<file path="src/verilog/clockOverlay_defines.svh">
`ifndef CLOCK_OVERLAY_DEFINES_SVH
`define CLOCK_OVERLAY_DEFINES_SVH

// Character cell size in pixels
`define GLYPH_W            8
`define GLYPH_H            16
`define NUM_SLOTS          22

// Top rows of the character windows
`define TIME_Y             10'd240
`define DAY_Y              10'd434
`define MONTH_Y            10'd450
`define YEAR_Y             10'd418
`define WEEK_Y             10'd16

// Left edges of the character windows
`define HOUR_TENS_X        10'd295
`define HOUR_ONES_X        10'd303
`define MIN_TENS_X         10'd319
`define MIN_ONES_X         10'd327
`define SEC_TENS_X         10'd342
`define SEC_ONES_X         10'd350
`define DAY_TENS_X         10'd591
`define DAY_ONES_X         10'd599
`define MONTH_TENS_X       10'd607
`define MONTH_ONES_X       10'd615
`define CENTURY_X          10'd583  // Four cells of "20" and the year digits
`define LABEL_X            10'd287  // Six cells spelling "SEMANA"
`define WEEK_TENS_X        10'd343
`define WEEK_ONES_X        10'd351

// Colours and fixed character codes
`define TEXT_COLOR         4'd2
`define BLANK_CHAR         7'h0A
`define CHAR_2             7'h32
`define CHAR_0             7'h30
`define CHAR_S             7'h53
`define CHAR_E             7'h45
`define CHAR_M             7'h4D
`define CHAR_A             7'h41
`define CHAR_N             7'h4E

// Last row and colour of each background band
`define BAND0_LAST         10'd140
`define BAND0_COLOR        4'd0
`define BAND1_LAST         10'd151
`define BAND1_COLOR        4'd1
`define BAND2_LAST         10'd338
`define BAND2_COLOR        4'd3
`define BAND3_LAST         10'd348
`define BAND3_COLOR        4'd1
`define BAND4_LAST         10'd351
`define BAND4_COLOR        4'd0
`define BAND5_LAST         10'd353
`define BAND5_COLOR        4'd1
`define BAND6_LAST         10'd472
`define BAND6_COLOR        4'd0
`define BAND7_LAST         10'd480
`define BAND7_COLOR        4'd2
`define BAND_OUT_COLOR     4'd0

`endif

</file>
<file path="src/verilog/clockOverlayPkg.sv">
package clockOverlayPkg;

  // Screen x or y coordinate
  typedef logic [9:0] pixCoordT;

  // ASCII code forming the upper part of the font-ROM address
  typedef logic [6:0] charCodeT;

  // Row inside a 16-row glyph
  typedef logic [3:0] glyphRowT;

  // Font-ROM address with the code above the row
  typedef logic [10:0] romAddrT;

  // Palette index
  typedef logic [3:0] colorIdxT;

  // Character slot number from 0 to 21
  typedef logic [4:0] slotIdT;

endpackage

</file>
<file path="src/verilog/fieldLocator.sv">
`timescale 1ns/1ns
`include "clockOverlay_defines.svh"

module fieldLocator (
  input  clockOverlayPkg::pixCoordT pixelX,
  input  clockOverlayPkg::pixCoordT pixelY,
  output logic                      slotHit,
  output clockOverlayPkg::slotIdT   slotId,
  output clockOverlayPkg::glyphRowT glyphRow
);

  import clockOverlayPkg::*;

  localparam pixCoordT CELL_W = pixCoordT'(`GLYPH_W);
  localparam pixCoordT CELL_H = pixCoordT'(`GLYPH_H);

  // Left edge of every slot, indexed by slot number
  localparam pixCoordT SLOT_X [`NUM_SLOTS] = '{
    `HOUR_TENS_X, `HOUR_ONES_X,
    `MIN_TENS_X, `MIN_ONES_X,
    `SEC_TENS_X, `SEC_ONES_X,
    `DAY_TENS_X, `DAY_ONES_X,
    `MONTH_TENS_X, `MONTH_ONES_X,
    `CENTURY_X,                            // "2"
    `CENTURY_X + CELL_W,                   // "0"
    `CENTURY_X + 2 * CELL_W,               // Year tens
    `CENTURY_X + 3 * CELL_W,               // Year ones
    `LABEL_X,
    `LABEL_X + CELL_W,
    `LABEL_X + 2 * CELL_W,
    `LABEL_X + 3 * CELL_W,
    `LABEL_X + 4 * CELL_W,
    `LABEL_X + 5 * CELL_W,
    `WEEK_TENS_X, `WEEK_ONES_X
  };

  // Top row of every slot
  localparam pixCoordT SLOT_Y [`NUM_SLOTS] = '{
    `TIME_Y, `TIME_Y, `TIME_Y, `TIME_Y, `TIME_Y, `TIME_Y,
    `DAY_Y, `DAY_Y,
    `MONTH_Y, `MONTH_Y,
    `YEAR_Y, `YEAR_Y, `YEAR_Y, `YEAR_Y,
    `WEEK_Y, `WEEK_Y, `WEEK_Y, `WEEK_Y, `WEEK_Y, `WEEK_Y,
    `WEEK_Y, `WEEK_Y
  };

  always_comb begin
    pixCoordT rowOffset;
    rowOffset = '0;
    slotHit   = 1'b0;
    slotId    = '0;
    // Scan downwards so that the lowest-numbered hit is the one left standing
    for (int i = `NUM_SLOTS - 1; i >= 0; i--) begin
      if ((pixelX >= SLOT_X[i]) && (pixelX < SLOT_X[i] + CELL_W) &&
          (pixelY >= SLOT_Y[i]) && (pixelY < SLOT_Y[i] + CELL_H)) begin
        slotHit   = 1'b1;
        slotId    = slotIdT'(i);
        rowOffset = pixelY - SLOT_Y[i];  // Measured from the window top
      end
    end
    glyphRow = rowOffset[3:0];
  end

endmodule

</file>
<file path="src/verilog/glyphSelect.sv">
`timescale 1ns/1ns
`include "clockOverlay_defines.svh"

module glyphSelect (
  input  clockOverlayPkg::slotIdT   slotId,
  input  clockOverlayPkg::charCodeT hourTens,
  input  clockOverlayPkg::charCodeT hourOnes,
  input  clockOverlayPkg::charCodeT minTens,
  input  clockOverlayPkg::charCodeT minOnes,
  input  clockOverlayPkg::charCodeT secTens,
  input  clockOverlayPkg::charCodeT secOnes,
  input  clockOverlayPkg::charCodeT dayTens,
  input  clockOverlayPkg::charCodeT dayOnes,
  input  clockOverlayPkg::charCodeT monTens,
  input  clockOverlayPkg::charCodeT monOnes,
  input  clockOverlayPkg::charCodeT yearTens,
  input  clockOverlayPkg::charCodeT yearOnes,
  input  clockOverlayPkg::charCodeT weekTens,
  input  clockOverlayPkg::charCodeT weekOnes,
  output clockOverlayPkg::charCodeT charCode
);

  always_comb begin
    case (slotId)
      5'd0:    charCode = hourTens;
      5'd1:    charCode = hourOnes;
      5'd2:    charCode = minTens;
      5'd3:    charCode = minOnes;
      5'd4:    charCode = secTens;
      5'd5:    charCode = secOnes;
      5'd6:    charCode = dayTens;
      5'd7:    charCode = dayOnes;
      5'd8:    charCode = monTens;
      5'd9:    charCode = monOnes;
      5'd10:   charCode = `CHAR_2;   // Century prefix
      5'd11:   charCode = `CHAR_0;
      5'd12:   charCode = yearTens;
      5'd13:   charCode = yearOnes;
      5'd14:   charCode = `CHAR_S;   // Week label
      5'd15:   charCode = `CHAR_E;
      5'd16:   charCode = `CHAR_M;
      5'd17:   charCode = `CHAR_A;
      5'd18:   charCode = `CHAR_N;
      5'd19:   charCode = `CHAR_A;
      5'd20:   charCode = weekTens;
      5'd21:   charCode = weekOnes;
      default: charCode = `BLANK_CHAR;  // Unused slot numbers
    endcase
  end

endmodule

</file>
<file path="src/verilog/backgroundBands.sv">
`timescale 1ns/1ns
`include "clockOverlay_defines.svh"

module backgroundBands (
  input  clockOverlayPkg::pixCoordT pixelY,
  output clockOverlayPkg::colorIdxT bandColor
);

  // First band whose last row is at or above pixelY wins
  always_comb begin
    if (pixelY <= `BAND0_LAST) begin
      bandColor = `BAND0_COLOR;
    end else if (pixelY <= `BAND1_LAST) begin
      bandColor = `BAND1_COLOR;
    end else if (pixelY <= `BAND2_LAST) begin
      bandColor = `BAND2_COLOR;  // Flat card area
    end else if (pixelY <= `BAND3_LAST) begin
      bandColor = `BAND3_COLOR;
    end else if (pixelY <= `BAND4_LAST) begin
      bandColor = `BAND4_COLOR;
    end else if (pixelY <= `BAND5_LAST) begin
      bandColor = `BAND5_COLOR;
    end else if (pixelY <= `BAND6_LAST) begin
      bandColor = `BAND6_COLOR;
    end else if (pixelY <= `BAND7_LAST) begin
      bandColor = `BAND7_COLOR;
    end else begin
      bandColor = `BAND_OUT_COLOR;  // Below the visible raster
    end
  end

endmodule

</file>
<file path="src/verilog/pixelSequencer.sv">
`timescale 1ns/1ns
`include "clockOverlay_defines.svh"

module pixelSequencer (
  input  logic                      clk,
  input  logic                      arstN,
  input  logic                      pixStb,
  input  logic                      slotHit,
  input  clockOverlayPkg::charCodeT charCode,
  input  clockOverlayPkg::glyphRowT glyphRow,
  input  clockOverlayPkg::colorIdxT bandColor,
  input  clockOverlayPkg::pixCoordT pixelY,
  output logic                      outStb,
  output logic                      textPixel,
  output clockOverlayPkg::romAddrT  romAddr,
  output clockOverlayPkg::colorIdxT colorIdx
);

  always_ff @(posedge clk or negedge arstN) begin
    if (!arstN) begin
      outStb    <= 1'b0;
      textPixel <= 1'b0;
      romAddr   <= '0;
      colorIdx  <= '0;
    end else begin
      outStb <= pixStb;  // One cycle behind the input strobe
      if (pixStb) begin
        textPixel <= slotHit;
        if (slotHit) begin
          romAddr  <= {charCode, glyphRow};
          colorIdx <= `TEXT_COLOR;
        end else begin
          // Background pixels still walk the blank glyph rows
          romAddr  <= {`BLANK_CHAR, pixelY[3:0]};
          colorIdx <= bandColor;
        end
      end
    end
  end

  // Every output strobe answers an input strobe one cycle earlier
  stbFollowsInput: assert property (
    @(posedge clk) disable iff (!arstN)
    outStb |-> $past(pixStb)
  );

  // Text pixels always carry the text palette entry
  textUsesTextColor: assert property (
    @(posedge clk) disable iff (!arstN)
    textPixel |-> (colorIdx == `TEXT_COLOR)
  );

endmodule

</file>
<file path="src/verilog/clockOverlay.sv">
`timescale 1ns/1ns

module clockOverlay (
  input  logic                      clk,
  input  logic                      arstN,
  input  logic                      pixStb,
  input  clockOverlayPkg::pixCoordT pixelX,
  input  clockOverlayPkg::pixCoordT pixelY,
  input  clockOverlayPkg::charCodeT hourTens,
  input  clockOverlayPkg::charCodeT hourOnes,
  input  clockOverlayPkg::charCodeT minTens,
  input  clockOverlayPkg::charCodeT minOnes,
  input  clockOverlayPkg::charCodeT secTens,
  input  clockOverlayPkg::charCodeT secOnes,
  input  clockOverlayPkg::charCodeT dayTens,
  input  clockOverlayPkg::charCodeT dayOnes,
  input  clockOverlayPkg::charCodeT monTens,
  input  clockOverlayPkg::charCodeT monOnes,
  input  clockOverlayPkg::charCodeT yearTens,
  input  clockOverlayPkg::charCodeT yearOnes,
  input  clockOverlayPkg::charCodeT weekTens,
  input  clockOverlayPkg::charCodeT weekOnes,
  output logic                      outStb,
  output logic                      textPixel,
  output clockOverlayPkg::romAddrT  romAddr,
  output clockOverlayPkg::colorIdxT colorIdx
);

  import clockOverlayPkg::*;

  logic     slotHit;
  slotIdT   slotId;
  glyphRowT glyphRow;
  charCodeT charCode;
  colorIdxT bandColor;

  fieldLocator u_fieldLocator (
    .pixelX   (pixelX),
    .pixelY   (pixelY),
    .slotHit  (slotHit),
    .slotId   (slotId),
    .glyphRow (glyphRow)
  );

  glyphSelect u_glyphSelect (
    .slotId   (slotId),
    .hourTens (hourTens),
    .hourOnes (hourOnes),
    .minTens  (minTens),
    .minOnes  (minOnes),
    .secTens  (secTens),
    .secOnes  (secOnes),
    .dayTens  (dayTens),
    .dayOnes  (dayOnes),
    .monTens  (monTens),
    .monOnes  (monOnes),
    .yearTens (yearTens),
    .yearOnes (yearOnes),
    .weekTens (weekTens),
    .weekOnes (weekOnes),
    .charCode (charCode)
  );

  backgroundBands u_backgroundBands (
    .pixelY    (pixelY),
    .bandColor (bandColor)
  );

  pixelSequencer u_pixelSequencer (
    .clk       (clk),
    .arstN     (arstN),
    .pixStb    (pixStb),
    .slotHit   (slotHit),
    .charCode  (charCode),
    .glyphRow  (glyphRow),
    .bandColor (bandColor),
    .pixelY    (pixelY),
    .outStb    (outStb),
    .textPixel (textPixel),
    .romAddr   (romAddr),
    .colorIdx  (colorIdx)
  );

endmodule

</file>
<file path="config.mk">
export PLATFORM = sky130hd
export DESIGN_NAME = clockOverlay
export DESIGN_NICKNAME = d
export VERILOG_FILES = /design/src/verilog/clockOverlayPkg.sv /design/src/verilog/fieldLocator.sv /design/src/verilog/glyphSelect.sv /design/src/verilog/backgroundBands.sv /design/src/verilog/pixelSequencer.sv /design/src/verilog/clockOverlay.sv
export VERILOG_INCLUDE_DIRS = /design/src /design/src/verilog
export SDC_FILE = /design/constraint.sdc
export NUM_CORES = 1
export LEC_CHECK = 0
export BUFFER_PORTS_ARGS = -buffer_cell sky130_fd_sc_hd__buf_2
export CAP_MARGIN = 30
export CORE_ASPECT_RATIO = 0.5
export CORE_MARGIN = 10
export CORE_UTILIZATION = 37
export CTS_CLUSTER_SIZE = 8
export DETAILED_ROUTE_END_ITERATION = 12
export GPL_TIMING_DRIVEN = 0
export PLACE_DENSITY = 0.69
export SETUP_SLACK_MARGIN = 0.05
export SLEW_MARGIN = 0
export SYNTH_ARGS = -nofsm -noshare
export SYNTH_HDL_FRONTEND = slang
export SYNTH_SLANG_ARGS = --single-unit
</file>
<file path="constraint.sdc">
create_clock -name clk -period 2.35 [get_ports clk]
set_input_delay 0.47 -clock clk [delete_from_list [all_inputs] [get_ports clk]]
set_output_delay 0.47 -clock clk [all_outputs]
set_load 0.02 [all_outputs]
</file>
---- After elaboration in Yosys (flattened, before gate mapping) ----
Index checks and enable logic that the tools add are counted.
storage, ports and cells
  logic and storage cells ................. 216
  input bits .............................. 121
  register bits after elaboration ......... 17
  output and inout bits ................... 17
operators by class
  equal/unequal tests ..................... 21
  add/sub/neg operators ................... 5
  reductions and logical operators ........ 61
  multiplexer cells ....................... 77
  magnitude comparators ................... 48
operators with widths
  cell                  count
  $pmux 7 s21           1
  $lt 10x9->1 const B   14
  $ge 10x9->1 const B   13
  $mux 4                30
  $mux 5                22
  $le 10x9->1 const B   6
  $logic_and 1x1->1     59
  $ge 10x10->1 const B  5
  $lt 10x10->1 const B  5
  $eq 5x4->1 const B    8
  $eq 5x5->1 const B    6
  $mux 1                22
  $eq 5x3->1 const B    4
  $le 10x8->1 const B   2
  $sub 4x2->4 const B   3
  $mux 11               1
  $eq 5x2->1 const B    2
  $ge 10x5->1 const B   1
  $ge 10x8->1 const B   1
  $lt 10x6->1 const B   1
  $sub 4x1->4 const B   2
  $eq 5x1->1 const B    1
  $logic_not 5->1       1
  $mux 2                1
  $reduce_or 2->1       1

---- Longest topological paths before layout ----
Gate-level depths: netlist (run 1).
  word-level depth ........................ 30
  mapped depth ............................ 12
  mapped depth without buffers ............ 10

---- Hierarchy ----
A second synthesis (run 1) with hierarchy kept.
second synthesis, totals
  cell total of the unflattened synthesis .. 393
  area total of the unflattened synthesis .. 2981.6 sq um
modules (own cells, without submodules)
  module           area each (sq um)  cells each  instances  sequential area each (sq um)
  glyphSelect      1087.3             154         1          0.0
  fieldLocator     963.4              138         1          0.0
  pixelSequencer   716.9              68          1          425.4
  backgroundBands  214.0              33          1          0.0

---- Worst setup path before layout (run 1) ----
No wires, ideal clock.
  kind .................................... input-to-reg
  from .................................... in pixelY[2]
  to ...................................... reg u_pixelSequencer.colorIdx[1]
  path buffers ............................ 1
  required time ........................... 2.232 ns
  library setup time ...................... 0.118 ns
  path slack .............................. -0.280 ns
  cell stages on the path ................. 11
  arrival time ............................ 2.512 ns
  cells stage by stage .................... clkbuf_1 inv_1 ha_1 nand2b_1 a211o_1 a211oi_2 a211oi_2 nand2_1 nor4_1 a21oi_1 a21o_1
on the way
  longest elaborated chain between the ends .. 26
  elaborated cells between the ends (all ways) .. 93
  those cells by class .................... order compare: 18; mux: 31; reduce/logical: 44
ends and longest elaborated chain
  item                  line                  source
  start, declared       clockOverlay.sv:8     input clockOverlayPkg::pixCoordT pixelY,
  $ge 10x5->1           fieldLocator.sv:55    (pixelY >= SLOT_Y[i]) && (pixelY < SLOT_Y[i] + CELL_H)) begin
  $logic_and 1x1->1     fieldLocator.sv:54    if ((pixelX >= SLOT_X[i]) && (pixelX < SLOT_X[i] + CELL_W) &&
  $logic_and 1x1->1     fieldLocator.sv:55
  $mux 1 (22 in a row)  fieldLocator.sv:54
  $mux 4 *              pixelSequencer.sv:29  if (slotHit) begin
  end signal, assigned  pixelSequencer.sv:31  colorIdx <= `TEXT_COLOR;
  end signal, assigned  pixelSequencer.sv:35  colorIdx <= bandColor;
  end, declared         pixelSequencer.sv:16  output clockOverlayPkg::colorIdxT colorIdx
Mark *: on every way between the ends. The rest lies on a longest branch, timed or not.
A chain may end at the register's enable or synchronous reset.

---- Final worst setup path (run 1) ----
  from .................................... in pixelX[5]
  to ...................................... reg u_pixelSequencer.romAddr[7]
on the way
  longest elaborated chain between the ends .. 30
  elaborated cells between the ends (all ways) .. 158
  those cells by class .................... order compare: 30; eq/ne: 21; mux: 46; reduce/logical: 61
ends and longest elaborated chain
  item                                               line                  source
  start, declared                                    clockOverlay.sv:7     input clockOverlayPkg::pixCoordT pixelX,
  $ge 10x9->1 / $lt 10x9->1 (equally long branches)  fieldLocator.sv:54
  $logic_and 1x1->1 (2 in a row)                     fieldLocator.sv:54
  $logic_and 1x1->1                                  fieldLocator.sv:55
  $mux 5 (22 in a row)                               fieldLocator.sv:54
  $eq 5x5->1                                         glyphSelect.sv:24     case (slotId)
  $reduce_or 2->1 (no line)                          --
  $pmux 7 s21                                        glyphSelect.sv:24
  $mux 11 *                                          pixelSequencer.sv:29
  end signal, assigned                               pixelSequencer.sv:30  romAddr <= {charCode, glyphRow};
  end signal, assigned                               pixelSequencer.sv:34  romAddr <= {`BLANK_CHAR, pixelY[3:0]};
  end, declared                                      pixelSequencer.sv:15  output clockOverlayPkg::romAddrT romAddr,
Marked as above.

==> results.cfg, run 1 <==
[outcome]
status = finished, violations left
violations = setup timing

[drt]
drt_pass1_iterations = 5
post_drt_wl_per_cell_um = 21.5
viasPerCell = 6.23
num_vias = 3558
wl_um = 12300
drtIter0Drc = 527
ant_nets = 0
drc = 0

[synthesis]
netlist_instances = 315
synth_cell_types = 88
yosys_warnings = 0
ys_dominant_reg_cell = dfrtp_1
ys_ff_latch = 15
synth.avg_cell_area_um2 = 7.87
async_reset_ff_share_pct = 100
netlist_area_um2 = 2480
ys_seq_area_share_pct = 15.1
synth_enable_flop_cells = 0

[timing]
skew_ps = 0
min_period_ps = 2570
fmax_ghz = 0.389
worstMarginPinSlew_ps = 767
rsz0062_at_grt = yes
maxSlewHeadroom_pct = 48.5
fin_crit_sh_pct = 109
setup_viol = 12
worst_slack_ps = -218
slew_violations = 0
finalHoldViolCount = 0

[critical_path]
criticalPathCategory = input port to flop
crit_path_start_kind = input port
required_ps = 2450
endpoint_kind = flop
cp_max_fo = 10
arrival_ps = 2660

[layout]
utilization_pct = 68.0
final_layout_size_suffix_gt1_share_pct = 57.8
num-nets-final = 607
final_common_cell = buf_2
area_delta_synth_final_pct = 72.3
n_fill_cell = 522
diodes = 0
final_cell_mix = buf_2, buf_4, nand2_1

[global_routing]
overflow = 0
grt_usage_pct = 21.3
grt_pass1_wl_um = 18700
grt_antenna_before_repair = 0
grt_start_max_net_pins = 16
grt_pass1_vias = 3530

[cts]
cts_inserted_buffers = 3
holdBufCountCts = 0
clkLatencyLatePin_ps = 240
cts.clk_slew.worst_paths_ps = 50
htreeDepth = 1
cts.path.max_buffers = 2
clockRootBuffer = clkbuf_16
cts_tree = done
clock-sinks = 15

[floorplanning]
fp.coreArea_um2 = 6280
die_x_um = 136
die_h_um = 77.9
ios = 138
rows = 20
start_util_pct = 39.5
die-area_um2 = 10600

[run]
max_cap_viol_count = 0

[placement]
io_buffer_count = 127
dp_hpwl_um = 9360
gp_congestion = 0.920

[power_and_ir_drop]
total_power_w = 0.00102
peakVddDrop_v = 0.000208
leakage_nw = 1.81
p_per_area_nw_per_um2 = 238

[min_path]
hold_path_class = input port to asynchronous set/reset pin
[per-layer routing]
layer	global-route usage, %	part of all wire (%)
met2	35.4	47
met3	3.41	9.6
met4	4.38	2.1
met1	28.4	41
met5	0	0
[report_power, final]
part           switching (W)  internal (W)  total (W)  leakage (nW)
logic               0.000234      0.000189   0.000423          1.59
registers         0.00000698      0.000273   0.000280         0.182
clock network      0.0000870      0.000228   0.000315        0.0382
total               0.000328      0.000690    0.00102          1.81
[logic make-up after synthesis]
group / after synthesis / synth area share, %
other cells: 1 / 0.151
buf+inv: 26 / 5.65
xor+xnor: 5 / 2.07
compound gates: 127 / 41.4
fa+ha+maj: 2 / 1.01
mux: 4 / 1.77
simple gates: 135 / 32.8
flops: 15 / 15.1
[metrics by stage]
stage	hold slack, ps	cell area [um2]	setup WS (ps)	cells	TNS (ps)
2_1_floorplan	174	2540	-188	316	-1610
3_3_place_gp	383	3290	-1000	531	-9010
3_5_place_dp	381	3300	-831	532	-8010
4_1_cts	128	4160	-99.4	566	-543
5_1_grt	144	4270	-312	571	-2420
6_report	125	4270	-218	571	-1220
[cell usage after synthesis, drive strengths merged (6+ instances only)]
cell type  instances  area, um2
o21ai             11       58.8
nor3              13       81.3
buf               17        106
nor2              22       82.6
nor4               7       71.3
a22oi             19        148
a211oi            13        118
nand3             17       85.1
nand2             27        101
a31oi              6       43.8
nand4              7       43.8
dfrtp             15        375
a222oi             9       90.1
a21oi             20        104
o22ai              6       37.5
[flip-flops by register name, indices dropped and copies added, names as in the netlist]
name / count
u_pixelSequencer.colorIdx: 2
u_pixelSequencer.outStb: 1
u_pixelSequencer.romAddr: 11
u_pixelSequencer.textPixel: 1
[repair_timing]
action	in CTS	in global routing
pin swaps	44	17
cloned	0	0
setup endpoints to repair	13	13
setup buffers	31	6
gates resized for setup	97	18
[final timing paths]
path                                                   from                           end  slack (ps)  cells after the start
worst min-delay path                                  arstN  u_pixelSequencer.romAddr[10]         120                      1
worst max register to register  u_pixelSequencer.romAddr[4]   u_pixelSequencer.romAddr[4]         610                      6
min in group clk                                     pixStb       u_pixelSequencer.outStb         350                      1
worst min register to register  u_pixelSequencer.romAddr[0]   u_pixelSequencer.romAddr[0]         510                      1
max in group asynchronous                             arstN   u_pixelSequencer.romAddr[3]        1980                      1
worst max-delay path                              pixelX[5]   u_pixelSequencer.romAddr[7]        -220                     11
[worst max-delay path, stage by stage]
cell	delay [ps]
buf_2	160
buf_4	210
nand3_2	140
o21ai_2	210
a311oi_4	90
buf_4	180
and2_1	220
a222oi_1	300
nand3_1	220
a2111oi_4	330
a31oi_1	130
[area by class of cell]
| class | instances | area (um2) | share of cell area, % |
|---|---|---|---|
| timing repair buffer | 164 | 962 | 22.5 |
| buffer | 20 | 163 | 3.81 |
| sequential | 15 | 375 | 8.78 |
| tap | 88 | 110 | 2.58 |
| clock buffer | 4 | 78.8 | 1.84 |
| inverter | 5 | 18.8 | 0.439 |
| multi-input combinational | 275 | 2560 | 60.0 |
No activity file was read; power rests on OpenSTA's default activity.
==> run 2, diff against run 1 <==
- SETUP_SLACK_MARGIN: 0.05 -> 0.2
==> results.cfg, run 2 (synthesis results as in run 1) <==
[power_and_ir_drop]
p_per_area_nw_per_um2 = 235
p_comb_share_pct = 43.9
p_sw_w = 0.000353
peakVddDrop_v = 0.000212
p_int_w = 0.000726
leakage_nw = 1.95
p_sw_share_pct = 32.7
clockPowerShare_pct = 30.2
seqPwrFrac_pct = 25.9

[cts]
cts.path.max_buffers = 2
holdBufCountCts = 0
cts.clk_slew.worst_paths_ps = 50
htreeDepth = 1
cts_tree = done
clock-sinks = 15
clkLatencyLatePin_ps = 240
cts_inserted_buffers = 3
clockRootBuffer = clkbuf_16

[drt]
drtIter0Drc = 562
wl_um = 13400
post_drt_wl_per_cell_um = 22.8
num_vias = 3820
drc = 0
viasPerCell = 6.49
ant_nets = 0
drt_pass1_iterations = 8

[outcome]
status = finished, violations left
violations = setup timing

[critical_path]
cp_max_fo = 6
criticalPathCategory = input port to flop
endpoint_kind = flop
required_ps = 2510
arrival_ps = 2730
crit_path_start_kind = input port

[placement]
dp_hpwl_um = 9500
dp_slack_ps = -930
io_buffer_count = 127
gp_congestion = 0.933

[timing]
fmax_ghz = 0.389
setup_viol = 10
min_period_ps = 2570
worst_slack_ps = -218
maxSlewHeadroom_pct = 46.5
rsz0062_at_grt = yes
final.setup.tns_ps = -1570
slew_violations = 0
worstMarginPinSlew_ps = 796
skew_ps = 0
fin_crit_sh_pct = 109
finalHoldViolCount = 0

[layout]
final_cell_mix = buf_2, buf_4, nor2_1
diodes = 0
top_regs = u_pixelSequencer.romAddr x11, u_pixelSequencer.colorIdx x2
final_layout_size_suffix_gt1_share_pct = 62.1
largest_register_ffs = 11
area_delta_synth_final_pct = 84.7
regMostFlops = u_pixelSequencer.romAddr
utilization_pct = 72.9
num-nets-final = 625
final_common_cell = buf_2

[run]
max_cap_viol_count = 0

[min_path]
hold_path_class = input port to asynchronous set/reset pin

[global_routing]
grt_usage_pct = 22.3
grt_pass1_vias = 3620
grt_antenna_before_repair = 0
grt_pass1_wl_um = 19300
overflow = 0
grt_start_max_net_pins = 16

[floorplanning]
ios = 138
die_x_um = 136
rows = 20
fp.coreArea_um2 = 6280
die_h_um = 77.9
start_util_pct = 39.5
die-area_um2 = 10600
==> run 2: changes by cell type in the layout (fill, tap and decap cells not counted), moves of 2 or more <==
cell      delta
buf_12       +2
nand2_2      +2
nand2_1      -2
a21oi_1      -2
nand3_2      +3
nor3_1       -3
nand3_1      -3
clkbuf_4     -2
nor3_2       +2
buf_6       +10
buf_2        -6
buf_4       +14
a21oi_2      +3
==> run 2: power by group through the flow <==
stage | logic, W | registers, W | clock network, W
finish | 0.000474 | 0.000279 | 0.000326
global route | 0.000505 | 0.000281 | 0.000341
CTS | 0.000441 | 0.000279 | 0.000331
global placement | 0.000328 | 0.000283 | 0
detailed placement | 0.000331 | 0.000283 | 0
floorplan | 0.000155 | 0.000300 | 0
==> run 2: what timing repair did <==
action,4_1_cts,5_1_grt
gates cloned,0,0
pin swaps,57,38
resized for setup,132,29
buffers inserted,43,9
endpoints found under the setup margin,13,13
==> run 2: final cells by class <==
| class | count | area [um2] |
|---|---|---|
| inverter | 5 | 23.8 |
| buffer | 21 | 219 |
| sequential | 15 | 375 |
| tap | 88 | 110 |
| clock buffer | 4 | 78.8 |
| multi-input combinational | 275 | 2650 |
| timing repair buffer | 181 | 1120 |
| fill | 445 | 1700 |
==> run 2: worst paths after layout <==
| kind | startpoint | to | depth (start not counted) | slack, ps |
|---|---|---|---|---|
| min | arstN | u_pixelSequencer.romAddr[0] | 1 | 110 |
| min in group clk | pixStb | u_pixelSequencer.outStb | 1 | 350 |
| max reg2reg | u_pixelSequencer.romAddr[4] | u_pixelSequencer.romAddr[4] | 6 | 710 |
| min reg2reg | u_pixelSequencer.romAddr[0] | u_pixelSequencer.romAddr[0] | 1 | 500 |
| max | pixelY[4] | u_pixelSequencer.romAddr[4] | 11 | -220 |
| max in group asynchronous | arstN | u_pixelSequencer.romAddr[8] | 1 | 2000 |
==> run 2: metrics by stage <==
step / total power [W] / instances / hold WS, ps / instance area, um2
2_1_floorplan: 0.000455 / 316 / 174 / 2540
3_3_place_gp: 0.000611 / 531 / 380 / 3290
3_5_place_dp: 0.000614 / 533 / 380 / 3300
4_1_cts: 0.00105 / 580 / 122 / 4380
5_1_grt: 0.00113 / 589 / 140 / 4580
6_report: 0.00108 / 589 / 114 / 4580
==> run 2: layer usage <==
layer / up-vias / global-route usage (%) / wire (um)
met4: 0 / 7.48 / 530
met3: 58 / 3.98 / 1400
met5: - / 0 / 0
met2: 303 / 36.9 / 6280
met1: 1792 / 28.5 / 5230
li1: 1667 / - / -
==> run 2: worst max-delay path, stage by stage <==
cell      delay, ps
buf_6           100
or4_4           560
o21ai_4         270
nor4_4           90
buf_6           150
a311oi_4        230
a21oi_2         140
nor4_4          280
buf_4           210
a211oi_2         70
a21oi_1         140
==> run 3, diff against run 2 <==
- TNS_END_PERCENT: not set -> 50
==> results.cfg, run 3 (synthesis results as in run 1) <==
[outcome]
status = finished, violations left
violations = setup timing

[cts]
cts_tree = done
htreeDepth = 1
clock-sinks = 15
cts.path.max_buffers = 2
clockRootBuffer = clkbuf_16
clkLatencyLatePin_ps = 240
cts.clk_slew.worst_paths_ps = 40
cts_inserted_buffers = 3

[critical_path]
r2r-end = u_pixelSequencer.romAddr[4]
cp_max_fo = 9
crit_path_start_kind = input port
required_ps = 2510
criticalPathCategory = input port to flop
endpoint_kind = flop
ff2ff_setup_slack_ps = 710
arrival_ps = 2800
reg2reg_depth = 6
reg2reg_from = u_pixelSequencer.romAddr[4]

[floorplanning]
rows = 20
start_util_pct = 39.5
fp.coreArea_um2 = 6280
die_h_um = 77.9
die-area_um2 = 10600
die_x_um = 136
ios = 138

[timing]
skew_ps = 0
worst_slack_ps = -285
worstMarginPinSlew_ps = 936
fmax_ghz = 0.380
setup_viol = 13
finalHoldViolCount = 0
rsz0062_at_grt = yes
slew_violations = 0
maxSlewHeadroom_pct = 37.0
final.setup.tns_ps = -1700
fin_crit_sh_pct = 112
min_period_ps = 2630

[layout]
diodes = 0
utilization_pct = 68.5
final_cell_area_um2 = 4310
final_layout_size_suffix_gt1_share_pct = 58.0
top_regs = u_pixelSequencer.romAddr x11, u_pixelSequencer.colorIdx x2
final_common_cell = buf_2
n_fill_cell = 511
regMostFlops = u_pixelSequencer.romAddr
largest_register_ffs = 11
final_cell_mix = buf_2, buf_4, nand2_1
area_delta_synth_final_pct = 73.6
num-nets-final = 610
instances_no_fill = 574

[placement]
dp_hpwl_um = 9450
placed_area_um2 = 3300
dp_cells = 533
gp_congestion = 0.948
io_buffer_count = 127

[drt]
drc = 0
num_vias = 3633
wl_um = 12800
ant_nets = 0
post_drt_wl_per_cell_um = 22.3
drt_pass1_iterations = 7
drtIter0Drc = 485
viasPerCell = 6.33

[global_routing]
grt_antenna_before_repair = 0
grt_usage_pct = 21.4
grt_start_max_net_pins = 16
grt_pass1_vias = 3543
grt_pass1_wl_um = 18800
overflow = 0

[power_and_ir_drop]
peakVddDrop_v = 0.000214
p_per_area_nw_per_um2 = 241
leakage_nw = 1.80

[run]
max_cap_viol_count = 0

[min_path]
hold_path_class = input port to asynchronous set/reset pin
run 3: cell types whose count changed in the layout (fill, tap and decap cells not counted), moves of 3 or more:
cell,before,now
a21oi_1,14,17
a21oi_2,6,1
buf_2,124,127
buf_4,51,39
buf_6,18,13
nand2_1,20,23
nand2_2,7,4
nand3_1,10,13
nor2_1,21,18
nor2_2,1,4
nor3_1,3,6
run 3: per-layer routing:
layer	global-route usage, %	wire length (um)	part of all wire, %
met1	27.9	5260	41
met2	35.4	5940	46
met3	4.50	1200	9.4
met4	4.81	421	3.3
met5	0	0	0
run 3: metrics by stage:
step	power, W	hold slack (ps)	setup WS, ps
2_1_floorplan	0.000455	174	-188
3_3_place_gp	0.000611	382	-905
3_5_place_dp	0.000615	383	-864
4_1_cts	0.00100	127	-117
5_1_grt	0.00109	142	-287
6_report	0.00104	119	-285
run 3: critical path: stages:
cell and delay, ps:
buf_2 150, and4bb_1 260, buf_2 250, nand4_1 210
nor4_1 760, a222oi_1 290, nand3_1 190, a2111oi_4 70
a31oi_1 140
run 3: worst max-delay path by stage:
stage | start | end | cells after the start
global placement | pixelY[4] | u_pixelSequencer.romAddr[10] | 10
detailed placement | pixelY[4] | u_pixelSequencer.romAddr[10] | 10
CTS | pixelY[4] | u_pixelSequencer.romAddr[9] | 11
finish | pixelX[8] | u_pixelSequencer.romAddr[7] | 9
floorplan | pixelY[2] | u_pixelSequencer.romAddr[7] | 11
global route | pixelX[8] | u_pixelSequencer.romAddr[7] | 9
run 3: repair_timing:
item | CTS | global route
setup endpoints to repair | 13 | 13
endpoints found under the hold margin | 0 | 0
resized for setup | 84 | 49
pin swaps | 39 | 27
buffers inserted | 30 | 7
hold buffers | 0 | 0
run 3: area by class of cell:
class	instances	area [um2]	area share (%)
well taps	88	110	2.56
plain buffers	21	179	4.16
clock buffers	4	78.8	1.83
repair buffers	166	1010	23.4
inverters	5	18.8	0.436
multi-input cells	275	2540	58.9
flip-flops and latches	15	375	8.72
run 3: power breakdown:
| group | internal (W) | switching [W] |
|---|---|---|
| Clock | 0.000229 | 0.0000915 |
| Combinational | 0.000202 | 0.000237 |
| Sequential | 0.000273 | 0.00000662 |
| Total | 0.000703 | 0.000335 |
